## src/hw/fpu_pkg.sv

```systemverilog
// shared types and constants for the single-cycle FP unit
// words, opcodes, request, operand class and result records

package fpu_pkg;

	typedef logic [63:0] fp_word_t;	// register-file word
	typedef logic [10:0] fp_exp_t;	// double-width exponent
	typedef logic [51:0] fp_frac_t;	// double-width fraction

	// opcode encodings as used by the decoder
	typedef enum logic [3:0] {
		FP_SGN    = 4'd5,
		FP_MINMAX = 4'd6,
		FP_CMP    = 4'd12,
		FP_CLASS  = 4'd13,
		FP_MV     = 4'd14
	} fp_op_t;

	typedef struct packed {
		fp_op_t     op;
		logic [1:0] mode;	// sign mode, compare kind, or min/max in bit 0
		logic       dbl;	// 1 double, 0 single
		logic       to_fp_src;	// fmv direction, 1 int to fp
	} fp_req_t;

	typedef struct packed {
		logic     sign;
		fp_exp_t  exp;
		fp_frac_t frac;
		logic     is_nan;
		logic     is_snan;
		logic     is_inf;
		logic     is_zero;
		logic     is_sub;
		logic     is_norm;
		logic     unboxed;	// single without a valid NaN box
	} fp_class_t;

	typedef struct packed {
		fp_word_t value;
		logic     to_fp;
		logic     valid;
	} fp_result_t;

	localparam logic [31:0] BOX_ONES = 32'hffff_ffff;
	localparam fp_word_t QNAN_D = 64'h7ff8_0000_0000_0000;
	localparam fp_word_t QNAN_S = 64'hffff_ffff_7fc0_0000;
	localparam int CLASS_WIDTH = 10;

endpackage

```

## src/hw/fp_classify.sv

```systemverilog
// operand decode: sign, widened exponent, aligned fraction, class flags

`timescale 1ns/1ns

module fp_classify import fpu_pkg::*; (
	input  logic      dbl,
	input  fp_word_t  opnd,
	output fp_class_t cls
);

	logic       boxed;
	logic [7:0] exp_s;
	logic       exp_max, exp_zero, frac_zero, quiet;

	assign boxed = opnd[63:32] == BOX_ONES;
	assign exp_s = opnd[30:23];

	// raw field tests in the native format
	assign exp_max   = dbl ? &opnd[62:52] : &exp_s;
	assign exp_zero  = dbl ? ~|opnd[62:52] : ~|exp_s;
	assign frac_zero = dbl ? ~|opnd[51:0] : ~|opnd[22:0];
	assign quiet     = dbl ? opnd[51] : opnd[22];

	always_comb begin
		cls.unboxed = !dbl && !boxed;
		if (dbl) begin
			cls.sign = opnd[63];
			cls.exp  = opnd[62:52];
			cls.frac = opnd[51:0];
		end else begin
			cls.sign = opnd[31];
			// re-bias 127 to 1023, sub/zero land on 0x380
			cls.exp  = {exp_s[7], {3{~exp_s[7]}}, exp_s[6:0]};
			cls.frac = {opnd[22:0], 29'b0};	// left aligned
		end

		if (cls.unboxed) begin
			// bad box reads as a quiet NaN
			cls.is_nan  = 1'b1;
			cls.is_snan = 1'b0;
			cls.is_inf  = 1'b0;
			cls.is_zero = 1'b0;
			cls.is_sub  = 1'b0;
			cls.is_norm = 1'b0;
		end else begin
			cls.is_nan  = exp_max && !frac_zero;
			cls.is_snan = exp_max && !frac_zero && !quiet;
			cls.is_inf  = exp_max && frac_zero;
			cls.is_zero = exp_zero && frac_zero;
			cls.is_sub  = exp_zero && !frac_zero;
			cls.is_norm = !exp_max && !exp_zero;
		end
	end

endmodule

```

## src/hw/fp_compare.sv

```systemverilog
// FLE/FLT/FEQ and FMIN/FMAX from two classified operands

`timescale 1ns/1ns

module fp_compare import fpu_pkg::*; (
	input  fp_req_t   iss_req,
	input  fp_word_t  iss_fr1,
	input  fp_word_t  iss_fr2,
	input  fp_class_t cls_a,
	input  fp_class_t cls_b,
	output fp_word_t  cmp_res,
	output fp_word_t  minmax_res
);

	logic any_nan, qnan_a, qnan_b;
	logic lt, eq, v;

	assign any_nan = cls_a.is_nan || cls_b.is_nan;
	assign qnan_a  = cls_a.is_nan && !cls_a.is_snan;
	assign qnan_b  = cls_b.is_nan && !cls_b.is_snan;

	// ordering of non-NaN values
	always_comb begin
		lt = 1'b0;
		eq = 1'b0;
		if (cls_a.is_zero && cls_b.is_zero) begin
			eq = 1'b1;	// +0 == -0
		end else if (cls_a.sign != cls_b.sign) begin
			lt = cls_a.sign;
		end else if (cls_a.is_inf || cls_b.is_inf) begin
			if (cls_a.is_inf && cls_b.is_inf)
				eq = 1'b1;
			else
				lt = !(cls_a.is_inf ^ cls_a.sign);
		end else if (cls_a.exp != cls_b.exp) begin
			lt = (cls_a.exp < cls_b.exp) ^ cls_a.sign;	// magnitude flips for negatives
		end else if (cls_a.frac != cls_b.frac) begin
			lt = (cls_a.frac < cls_b.frac) ^ cls_a.sign;
		end else begin
			eq = 1'b1;
		end
	end

	always_comb begin
		case (iss_req.mode)
			2'd0:    v = eq || lt;	// fle
			2'd1:    v = lt;	// flt
			2'd2:    v = eq;	// feq
			default: v = 1'b0;
		endcase
		if (any_nan)
			v = 1'b0;
	end

	assign cmp_res = {63'b0, v};

	// mode bit 0 selects max
	always_comb begin
		if (any_nan) begin
			if (qnan_a && !cls_b.is_nan)
				minmax_res = iss_fr2;
			else if (qnan_b && !cls_a.is_nan)
				minmax_res = iss_fr1;
			else
				minmax_res = iss_req.dbl ? QNAN_D : QNAN_S;
		end else begin
			minmax_res = (lt ^ iss_req.mode[0]) ? iss_fr1 : iss_fr2;
		end
	end

endmodule

```

## src/hw/fp_issue_reg.sv

```systemverilog
// issue stage, captures request, operands and commit tag on enable

`timescale 1ns/1ns

module fp_issue_reg import fpu_pkg::*; #(
	parameter int LN_COMMIT = 5
) (
	input  logic                 clk,
	input  logic                 arst_n,
	input  logic                 enable,
	input  fp_req_t              req,
	input  logic [LN_COMMIT-1:0] rd,
	input  fp_word_t             fr1,
	input  fp_word_t             fr2,
	input  fp_word_t             ir1,
	output logic                 iss_valid,
	output fp_req_t              iss_req,
	output logic [LN_COMMIT-1:0] iss_rd,
	output fp_word_t             iss_fr1,
	output fp_word_t             iss_fr2,
	output fp_word_t             iss_ir1
);

	// start strobe for the compute cycle
	always_ff @(posedge clk or negedge arst_n) begin
		if (!arst_n)
			iss_valid <= 1'b0;
		else
			iss_valid <= enable;
	end

	// payload only moves on a real issue
	always_ff @(posedge clk or negedge arst_n) begin
		if (!arst_n) begin
			iss_req <= '0;
			iss_rd  <= '0;
			iss_fr1 <= '0;
			iss_fr2 <= '0;
			iss_ir1 <= '0;
		end else if (enable) begin
			iss_req <= req;
			iss_rd  <= rd;
			iss_fr1 <= fr1;
			iss_fr2 <= fr2;
			iss_ir1 <= ir1;	// integer source, fmv only
		end
	end

endmodule

```

## src/hw/fp_sign_move.sv

```systemverilog
// sign injection and FMV between the integer and FP files

`timescale 1ns/1ns

module fp_sign_move import fpu_pkg::*; (
	input  fp_req_t  iss_req,
	input  fp_word_t iss_fr1,
	input  fp_word_t iss_fr2,
	input  fp_word_t iss_ir1,
	output fp_word_t sgn_res,
	output fp_word_t mv_res,
	output logic     mv_to_fp
);

	logic sign_a, sign_b, new_sign;

	assign sign_a = iss_req.dbl ? iss_fr1[63] : iss_fr1[31];
	assign sign_b = iss_req.dbl ? iss_fr2[63] : iss_fr2[31];

	always_comb begin
		case (iss_req.mode)
			2'd1:    new_sign = ~sign_b;	// jn
			2'd2:    new_sign = sign_a ^ sign_b;	// jx
			default: new_sign = sign_b;
		endcase
	end

	// single result gets a fresh box
	assign sgn_res = iss_req.dbl ? {new_sign, iss_fr1[62:0]}
	                             : {BOX_ONES, new_sign, iss_fr1[30:0]};

	always_comb begin
		if (iss_req.to_fp_src)
			mv_res = iss_req.dbl ? iss_ir1 : {BOX_ONES, iss_ir1[31:0]};
		else
			mv_res = iss_req.dbl ? iss_fr1 : {{32{iss_fr1[31]}}, iss_fr1[31:0]};
	end

	assign mv_to_fp = iss_req.to_fp_src;

endmodule

```

## src/hw/fp_writeback.sv

```systemverilog
// FCLASS mask, opcode result select and the output register

`timescale 1ns/1ns

module fp_writeback import fpu_pkg::*; #(
	parameter int LN_COMMIT = 5
) (
	input  logic                 clk,
	input  logic                 arst_n,
	input  logic                 iss_valid,
	input  fp_req_t              iss_req,
	input  logic [LN_COMMIT-1:0] iss_rd,
	input  fp_class_t            cls_a,
	input  fp_word_t             cmp_res,
	input  fp_word_t             minmax_res,
	input  fp_word_t             sgn_res,
	input  fp_word_t             mv_res,
	input  logic                 mv_to_fp,
	output fp_word_t             result,
	output logic [LN_COMMIT-1:0] res_rd,
	output logic                 res_makes_fp,
	output logic                 res_valid
);

	logic [CLASS_WIDTH-1:0] class_mask;
	logic                   supported;
	fp_result_t             c_res, r_res;

	assign class_mask = {
		cls_a.is_nan && !cls_a.is_snan,	// 9 quiet NaN
		cls_a.is_snan,
		!cls_a.sign && cls_a.is_inf,
		!cls_a.sign && cls_a.is_norm,
		!cls_a.sign && cls_a.is_sub,
		!cls_a.sign && cls_a.is_zero,
		cls_a.sign && cls_a.is_zero,
		cls_a.sign && cls_a.is_sub,
		cls_a.sign && cls_a.is_norm,
		cls_a.sign && cls_a.is_inf	// 0 -inf
	};

	always_comb begin
		supported   = 1'b1;
		c_res.value = '0;
		c_res.to_fp = 1'b0;
		case (iss_req.op)
			FP_SGN:    begin c_res.value = sgn_res; c_res.to_fp = 1'b1; end
			FP_MINMAX: begin c_res.value = minmax_res; c_res.to_fp = 1'b1; end
			FP_CMP:    c_res.value = cmp_res;
			FP_CLASS:  c_res.value = fp_word_t'(class_mask);
			FP_MV:     begin c_res.value = mv_res; c_res.to_fp = mv_to_fp; end
			default:   supported = 1'b0;	// no write
		endcase
		c_res.valid = iss_valid && supported;
	end

	always_ff @(posedge clk or negedge arst_n) begin
		if (!arst_n) begin
			r_res  <= '0;
			res_rd <= '0;
		end else begin
			r_res.valid <= c_res.valid;
			if (iss_valid) begin	// hold last value between results
				r_res.value <= c_res.value;
				r_res.to_fp <= c_res.to_fp;
				res_rd      <= iss_rd;
			end
		end
	end

	assign result       = r_res.value;
	assign res_makes_fp = r_res.to_fp;
	assign res_valid    = r_res.valid;

endmodule

```

## src/hw/fpu_misc.sv

```systemverilog
// top level of the single-cycle FP unit
// issue register, two classifiers, compare, sign/move and writeback

`timescale 1ns/1ns

module fpu_misc import fpu_pkg::*; #(
	parameter int LN_COMMIT = 5
) (
	input  logic                 clk,
	input  logic                 arst_n,
	input  logic                 enable,
	input  fp_req_t              req,
	input  logic [LN_COMMIT-1:0] rd,
	input  fp_word_t             fr1,
	input  fp_word_t             fr2,
	input  fp_word_t             ir1,
	output fp_word_t             result,
	output logic [LN_COMMIT-1:0] res_rd,
	output logic                 res_makes_fp,
	output logic                 res_valid
);

	logic                 iss_valid;
	fp_req_t              iss_req;
	logic [LN_COMMIT-1:0] iss_rd;
	fp_word_t             iss_fr1, iss_fr2, iss_ir1;
	fp_class_t            cls_a, cls_b;
	fp_word_t             cmp_res, minmax_res, sgn_res, mv_res;
	logic                 mv_to_fp;

	fp_issue_reg #(.LN_COMMIT(LN_COMMIT)) fp_issue_reg_i (
		.clk(clk), .arst_n(arst_n), .enable(enable), .req(req), .rd(rd),
		.fr1(fr1), .fr2(fr2), .ir1(ir1),
		.iss_valid(iss_valid), .iss_req(iss_req), .iss_rd(iss_rd),
		.iss_fr1(iss_fr1), .iss_fr2(iss_fr2), .iss_ir1(iss_ir1)
	);

	fp_classify fp_classify_a (.dbl(iss_req.dbl), .opnd(iss_fr1), .cls(cls_a));
	fp_classify fp_classify_b (.dbl(iss_req.dbl), .opnd(iss_fr2), .cls(cls_b));

	fp_compare fp_compare_i (
		.iss_req(iss_req), .iss_fr1(iss_fr1), .iss_fr2(iss_fr2),
		.cls_a(cls_a), .cls_b(cls_b), .cmp_res(cmp_res), .minmax_res(minmax_res)
	);

	fp_sign_move fp_sign_move_i (
		.iss_req(iss_req), .iss_fr1(iss_fr1), .iss_fr2(iss_fr2), .iss_ir1(iss_ir1),
		.sgn_res(sgn_res), .mv_res(mv_res), .mv_to_fp(mv_to_fp)
	);

	fp_writeback #(.LN_COMMIT(LN_COMMIT)) fp_writeback_i (
		.clk(clk), .arst_n(arst_n),
		.iss_valid(iss_valid), .iss_req(iss_req), .iss_rd(iss_rd), .cls_a(cls_a),
		.cmp_res(cmp_res), .minmax_res(minmax_res), .sgn_res(sgn_res),
		.mv_res(mv_res), .mv_to_fp(mv_to_fp),
		.result(result), .res_rd(res_rd), .res_makes_fp(res_makes_fp),
		.res_valid(res_valid)
	);

endmodule

```

## config.mk

```make
export PLATFORM = sky130hd
export DESIGN_NAME = fpu_misc
export DESIGN_NICKNAME = d
export VERILOG_FILES = /design/src/hw/fpu_pkg.sv /design/src/hw/fp_classify.sv /design/src/hw/fp_compare.sv /design/src/hw/fp_issue_reg.sv /design/src/hw/fp_sign_move.sv /design/src/hw/fp_writeback.sv /design/src/hw/fpu_misc.sv
export SDC_FILE = /design/constraint.sdc
export NUM_CORES = 1
export LEC_CHECK = 0
export BUFFER_PORTS_ARGS = -buffer_cell sky130_fd_sc_hd__buf_4
export CELL_PAD_IN_SITES_DETAIL_PLACEMENT = 2
export CELL_PAD_IN_SITES_GLOBAL_PLACEMENT = 2
export CORE_MARGIN = 2
export CORE_UTILIZATION = 39
export CTS_CLUSTER_SIZE = 8
export DETAILED_ROUTE_END_ITERATION = 10
export PLACE_DENSITY = 0.91
export SLEW_MARGIN = 20
export SYNTH_ARGS = -nofsm -noshare
export SYNTH_HDL_FRONTEND = slang
export SYNTH_SLANG_ARGS = --single-unit
export TNS_END_PERCENT = 1
```

## constraint.sdc

```tcl
create_clock -name clk -period 10.2 [get_ports clk]
set_clock_uncertainty 0.05 [all_clocks]
set_input_delay 0.51 -clock clk [delete_from_list [all_inputs] [get_ports clk]]
set_output_delay 0.51 -clock clk [all_outputs]
set_load 0.02 [all_outputs]
```

## After elaboration in Yosys (flattened, before gate mapping)

Index checks and enable logic that the tools add are counted.

- Bits in registers: 277
- Bits of input ports: 208
- Output and inout port bits: 71
- Logic and storage cells: 148

- Order comparisons: 2
- Equal/unequal tests: 12
- Muxes and demuxes: 41
- Bitwise operators: 8
- Reduce and logical (&&, ||, !) cells: 72

Operator list:

| operator | count |
|---|---|
| 64-bit two-way mux | 11 |
| 64-bit one-hot mux with 5 select lines | 1 |
| 52-bit OR reduction | 2 |
| 32-bit equality test (second input constant) | 2 |
| 52-bit less-than comparator | 1 |
| 52-bit != test | 1 |
| 23-bit OR reduction | 2 |
| 1-bit logical AND | 29 |
| 1-bit logical NOT | 25 |
| 1-bit two-way mux | 24 |
| 11-bit AND reduction | 2 |
| 11-bit OR reduction | 2 |
| 8-bit AND reduction | 2 |
| 8-bit OR reduction | 2 |
| 4-bit equality test (second input constant) | 3 |
| 6-bit two-way mux | 2 |
| 11-bit less-than comparator | 1 |
| 11-bit != test | 1 |
| 4-bit by 3-bit equality test with 1-bit output (second input constant) | 2 |
| 5-bit OR reduction | 1 |
| 1-bit bitwise XOR | 5 |
| 1-bit one-hot mux with 2 select lines | 2 |
| 1-bit logical OR | 3 |
| 1-bit inverter | 3 |
| 6 further kinds | 6 |

## Logic depth before layout (Yosys ltp)

- Depth in word-level cells: 17
- Depth in mapped cells: 18
- Depth with buffers taken out: 13

## By module

From an unflattened synthesis, not the netlist that was laid out.

- Cell total of the unflattened synthesis: 1853
- Area total of the unflattened synthesis: 19799.0 um2

By module, submodules not included:

| module | instances | cells an instance | area an instance (um2) | seq. area each (um2) |
|---|---|---|---|---|
| fp_issue_reg | 1 | 434 | 8254.2 | 5154.9 |
| fp_writeback | 1 | 426 | 4476.8 | 1776.7 |
| fp_compare | 1 | 537 | 3622.2 | 0.0 |
| fp_classify | 2 | 131 | 970.9 | 0.0 |
| fp_sign_move | 1 | 194 | 1503.9 | 0.0 |

## Worst setup path after synthesis

Ideal clock, no wire load.

- Path type: reg2reg
- From: reg fp_issue_reg_i.iss_req[1] (netlist name)
- To: reg fp_writeback_i.r_res, in the netlist fp_writeback_i.result[31]
- Library setup time: 126 ps
- Arrival time: 4651 ps
- Data required time: 10024 ps
- Setup slack: 5373 ps
- Cell stages (with the launch flop): 19
- Path buffers: 6
- Cells stage by stage: dfrtp_1 -> buf_2 -> buf_1 -> clkbuf_1 -> buf_1 -> clkbuf_1 -> nand2_1 -> ha_1 -> a41oi_1 -> o21ai_0 -> a221oi_1 -> o211ai_1 -> a221oi_1 -> a221oi_4 -> o2111a_1 -> nor3_4 -> nor2_2 -> buf_6 -> a221o_1

- Word-level cells in the longest chain between the ends: 13

Ends and longest elaborated chain:

| element | RTL line | source |
|---|---|---|
| branches (longest 12 deep; another with 52-bit less-than comparator) | -- |  |
| 64-bit one-hot mux with 5 select lines (*) | fp_writeback.sv:46 | `case (iss_req.op)` |
| to (decl) | fp_writeback.sv:27 | `fp_result_t c_res, r_res;` |

Every way passes the cells marked *.
A chain may end at the register's enable or synchronous reset.

## Worst setup path in the final report

- From: reg fp_issue_reg_i.iss_req[1] (netlist name)
- To: reg fp_writeback_i.r_res, in the netlist fp_writeback_i.result[34]

- Word-level cells in the longest chain between the ends: 13

Ends and longest elaborated chain:

| element | RTL line |
|---|---|
| branches (longest 12 deep; another with 52-bit less-than comparator) | -- |
| 64-bit one-hot mux with 5 select lines (*) | fp_writeback.sv:46 |

Marked as above.

==> impl_metrics.py <==
metrics = {
    "drt": {
        "drc": 0,
        "detail_route.vias_per_cell": 6.54,
        "routed_wl_um": 68800,
        "ant_nets": 0,
        "firstDrtPassIters": 5,
        "wl_per_cell_um": 30.2,
        "vias": 14900,
        "drtIter0Drc": 1244,
    },
    "power": {
        "power_mw": 3.45,
        "vdd.ir_drop.worst_mv": 0.0903,
        "p_leak_nw": 8.39,
        "powerDensity_nw_per_um2": 175,
    },
    "placed_design": {
        "port_buffers": 278,
        "hpwlAfterDp_um": 48100,
        "gp_congestion": 0.877,
        "dpl_worst_slack_ps": 3820,
    },
    "logic_synthesis": {
        "synthFlopType": "dfrtp_1",
        "synth_edf_count": 0,
        "ys_seq_area_share_pct": 43.2,
        "yosysWarnings": 0,
        "yosysMostFrequentCell": "dfrtp_1",
        "async_reset_ff_share_pct": 100,
        "syn_avg_cell_area_um2": 10.7,
        "synth_top_area_cell": "dfrtp_1",
        "syn_nets": 1780,
        "synth_area_leaders": "dfrtp_1 (43%), mux2_2 (16%), ha_1 (5.4%), a221oi_1 (3.1%), nor2_1 (2.5%)",
        "syn-cell-area_um2": 16100,
        "synth_cell_types": 67,
        "ys_seq_elements": 277,
        "synth_common_cells": "dfrtp_1 (277), mux2_2 (235), nor2_1 (106)",
        "syn_inst": 1503,
        "yosysTopAreaCellShare_pct": 43.2,
    },
    "sta": {
        "relSlewSlack_pct": 23.5,
        "fin_crit_sh_pct": 64.0,
        "fin_crit_ps": 6530,
        "rsz0062_at_grt": "no",
        "whs_ps": -46.7,
        "setup_viol": 0,
        "max_freq_mhz": 153,
        "finalWorstSetupSlack_ps": 3670,
        "worst_pin_slew_ps": 1140,
        "timing_hold_violations_final": 12,
        "finalSetupTns_ps": 0,
        "final_max_slew_viol_count": 0,
    },
    "worst_setup_path": {
        "worstPathMaxFanout": 79,
        "worst-setup-path-type": "register to register",
        "max_stage_delay_ps": 1030,
        "slowest_stage": "dfrtp_4",
        "endpoint": "fp_writeback_i.result[34]",
        "crit_start": "fp_issue_reg_i.iss_req[1]",
        "reg2reg_to": "fp_writeback_i.result[34]",
        "worstSetupEndpointType": "register",
        "r2r_start": "fp_issue_reg_i.iss_req[1]",
        "cp.required_ps": 10600,
        "arrival_ps": 6920,
        "crit_chain": "buf_4 > mux2_2 > ha_1 > nand4_1 > nor3_1 > nand2_1 > or3_1 > nor4b_2 > a21oi_1 > nor3_1 > a211oi_4 > buf_4 > nor3_1 > a211oi_1",
        "startpoint_type": "register",
        "ff2ff_setup_slack_ps": 3670,
        "cp_common_cell": "nor3_1",
        "r2r_cells": 14,
    },
    "job": {
        "drv_cap": 0,
    },
    "outcome": {
        "status": "finished, violations left",
        "violations": "hold timing",
    },
    "global_route": {
        "grt_overflow": 0,
        "grt_pass1_wl_um": 103000,
        "grt_util_met3_pct": 5.93,
        "grt_pass1_vias": 16500,
        "grt_max_degree": 155,
        "grt_antenna_before_repair": 0,
        "grt_usage_pct": 32.2,
        "use_met2_pct": 52.3,
        "grt-busiest-layer": "met2",
        "use_met1_pct": 41.6,
    },
    "clocking": {
        "cts-root-buf": "clkbuf_16",
        "ctsHoldBuffers": 0,
        "numClockSinks": 277,
        "insertion_delay_ps": 560,
        "post_cts_buffers": 0,
        "htree_num_levels": 2,
        "ctsResizeCount": 0,
        "cts-buffers-inserted": 41,
        "path_clk_slew_ps": 50,
        "clockBufferDepth": 3,
        "cts_tree": "done",
    },
    "layout": {
        "drive_above_1_share_pct": 34.6,
        "synthToLayoutAreaGrowth_pct": 23.0,
        "fin_util_pct": 48.5,
        "nets": 2011,
    },
    "die": {
        "design.portCount": 279,
        "rows": 74,
        "die_area_um2": 42800,
        "die_w_um": 207,
        "coreArea_um2": 40700,
        "die_y_um": 207,
        "initial_core_util_pct": 39.4,
    },
    "hold_path": {
        "holdCritPathClass": "input pin to asynchronous set/reset pin",
    },
}
## sequential cells by signal (all words and copies together), names as in the netlist
register and count:
fp_issue_reg_i.iss_fr1 64, fp_writeback_i.result 64, fp_issue_reg_i.iss_rd 5, fp_writeback_i.res_valid 1, fp_writeback_i.res_makes_fp 1, fp_issue_reg_i.iss_valid 1
fp_issue_reg_i.iss_fr2 64, fp_issue_reg_i.iss_ir1 64, fp_issue_reg_i.iss_req 8, fp_writeback_i.res_rd 5
## report_power, final
group,switching [mW],total (mW),internal [mW],leakage [nW]
sequential,0.215,1.42,1.21,3.38
combinational,0.421,0.764,0.343,4.45
clock,0.505,1.26,0.758,0.557
## routing by layer
metal  vias to the layer above  part of all wire [%]
met5                         -                     0
met3                       199                   7.0
met1                      7727                    41
met4                         0                   4.5
li1                       6238                     -
met2                       721                    48
## cell usage in the layout, fill, tap and decap left out, types with 4 or more instances in the layout
cell type / count
a211oi_1: 30
a21o_1: 6
a21oi_1: 74
a221o_1: 35
a221oi_1: 56
a222oi_1: 6
a22oi_1: 22
and2_1: 30
and4_1: 4
buf_4: 290
clkbuf_1: 4
clkbuf_16: 43
dfrtp_1: 276
ha_1: 69
inv_1: 9
mux2_2: 235
mux2i_1: 34
nand2_1: 100
nand2b_1: 5
nand3_1: 18
nand4_1: 31
nor2_1: 103
nor2b_1: 5
nor3_1: 47
nor4_1: 43
o21a_1: 25
o21ai_0: 24
o221ai_1: 13
o2bb2ai_1: 32
or3_1: 5
## kinds of logic (layout without fill, tap and decap cells)
family | Yosys count | after routing | share of synthesized area, %
AOI/OAI and AO/OA | 360 | 360 | 17.1
xor gates and xnor gates | 1 | 1 | 0.0545
adders and majority gates | 69 | 69 | 5.38
buffers and inverters | 117 | 356 | 3.02
DFF | 277 | 277 | 43.2
muxes | 270 | 270 | 18.7
other | 0 | 1 | 0
and+or+nand+nor | 409 | 409 | 12.6
## area by class of cell
type	instances	area (um2)
Fill cell	4165	21000
Multi-Input combinational cell	1109	8730
Sequential cell	277	6940
Timing Repair Buffer	294	2250
Clock buffer	49	1120
Tap cell	532	666
Inverter	11	41.3
Clock inverter	2	13.8
Antenna cell	1	2.50
## metrics by stage
stage | cell area (um2) | std cells | hold WS (ps)
2_1_floorplan | 16100 | 1503 | 164
3_3_place_gp | 18600 | 2222 | 434
3_5_place_dp | 18600 | 2222 | 441
4_1_cts | 19700 | 2273 | 45.1
5_1_grt | 19800 | 2274 | 75.5
6_report | 19800 | 2275 | -46.7
## worst min-delay path by stage
| stage | from | cells after the start | endpoint | slack (ps) |
|---|---|---|---|---|
| CTS | arst_n | 1 | fp_issue_reg_i.iss_fr1[42] | 50 |
| finish | arst_n | 1 | fp_issue_reg_i.iss_fr1[42] | -50 |
| floorplan | arst_n | 0 | fp_issue_reg_i.iss_fr1[0] | 160 |
| global route | arst_n | 1 | fp_issue_reg_i.iss_fr2[44] | 80 |
| detailed placement | fp_writeback_i.res_makes_fp | 1 | fp_writeback_i.res_makes_fp | 440 |
| global placement | fp_issue_reg_i.iss_rd[2] | 1 | fp_issue_reg_i.iss_rd[2] | 430 |
## worst max-delay path, delay by kind of cell, from the launching register on
family / cells / cell delay (ps)
flip-flops: 1 / 1030
AO/OA/AOI/OAI: 3 / 1720
buffers and inverters: 2 / 1320
adder cells (fa/ha/maj): 1 / 320
AND/OR/NAND/NOR: 7 / 1430
multiplexers: 1 / 420
Note: power is estimated with default switching activity, not from simulation.
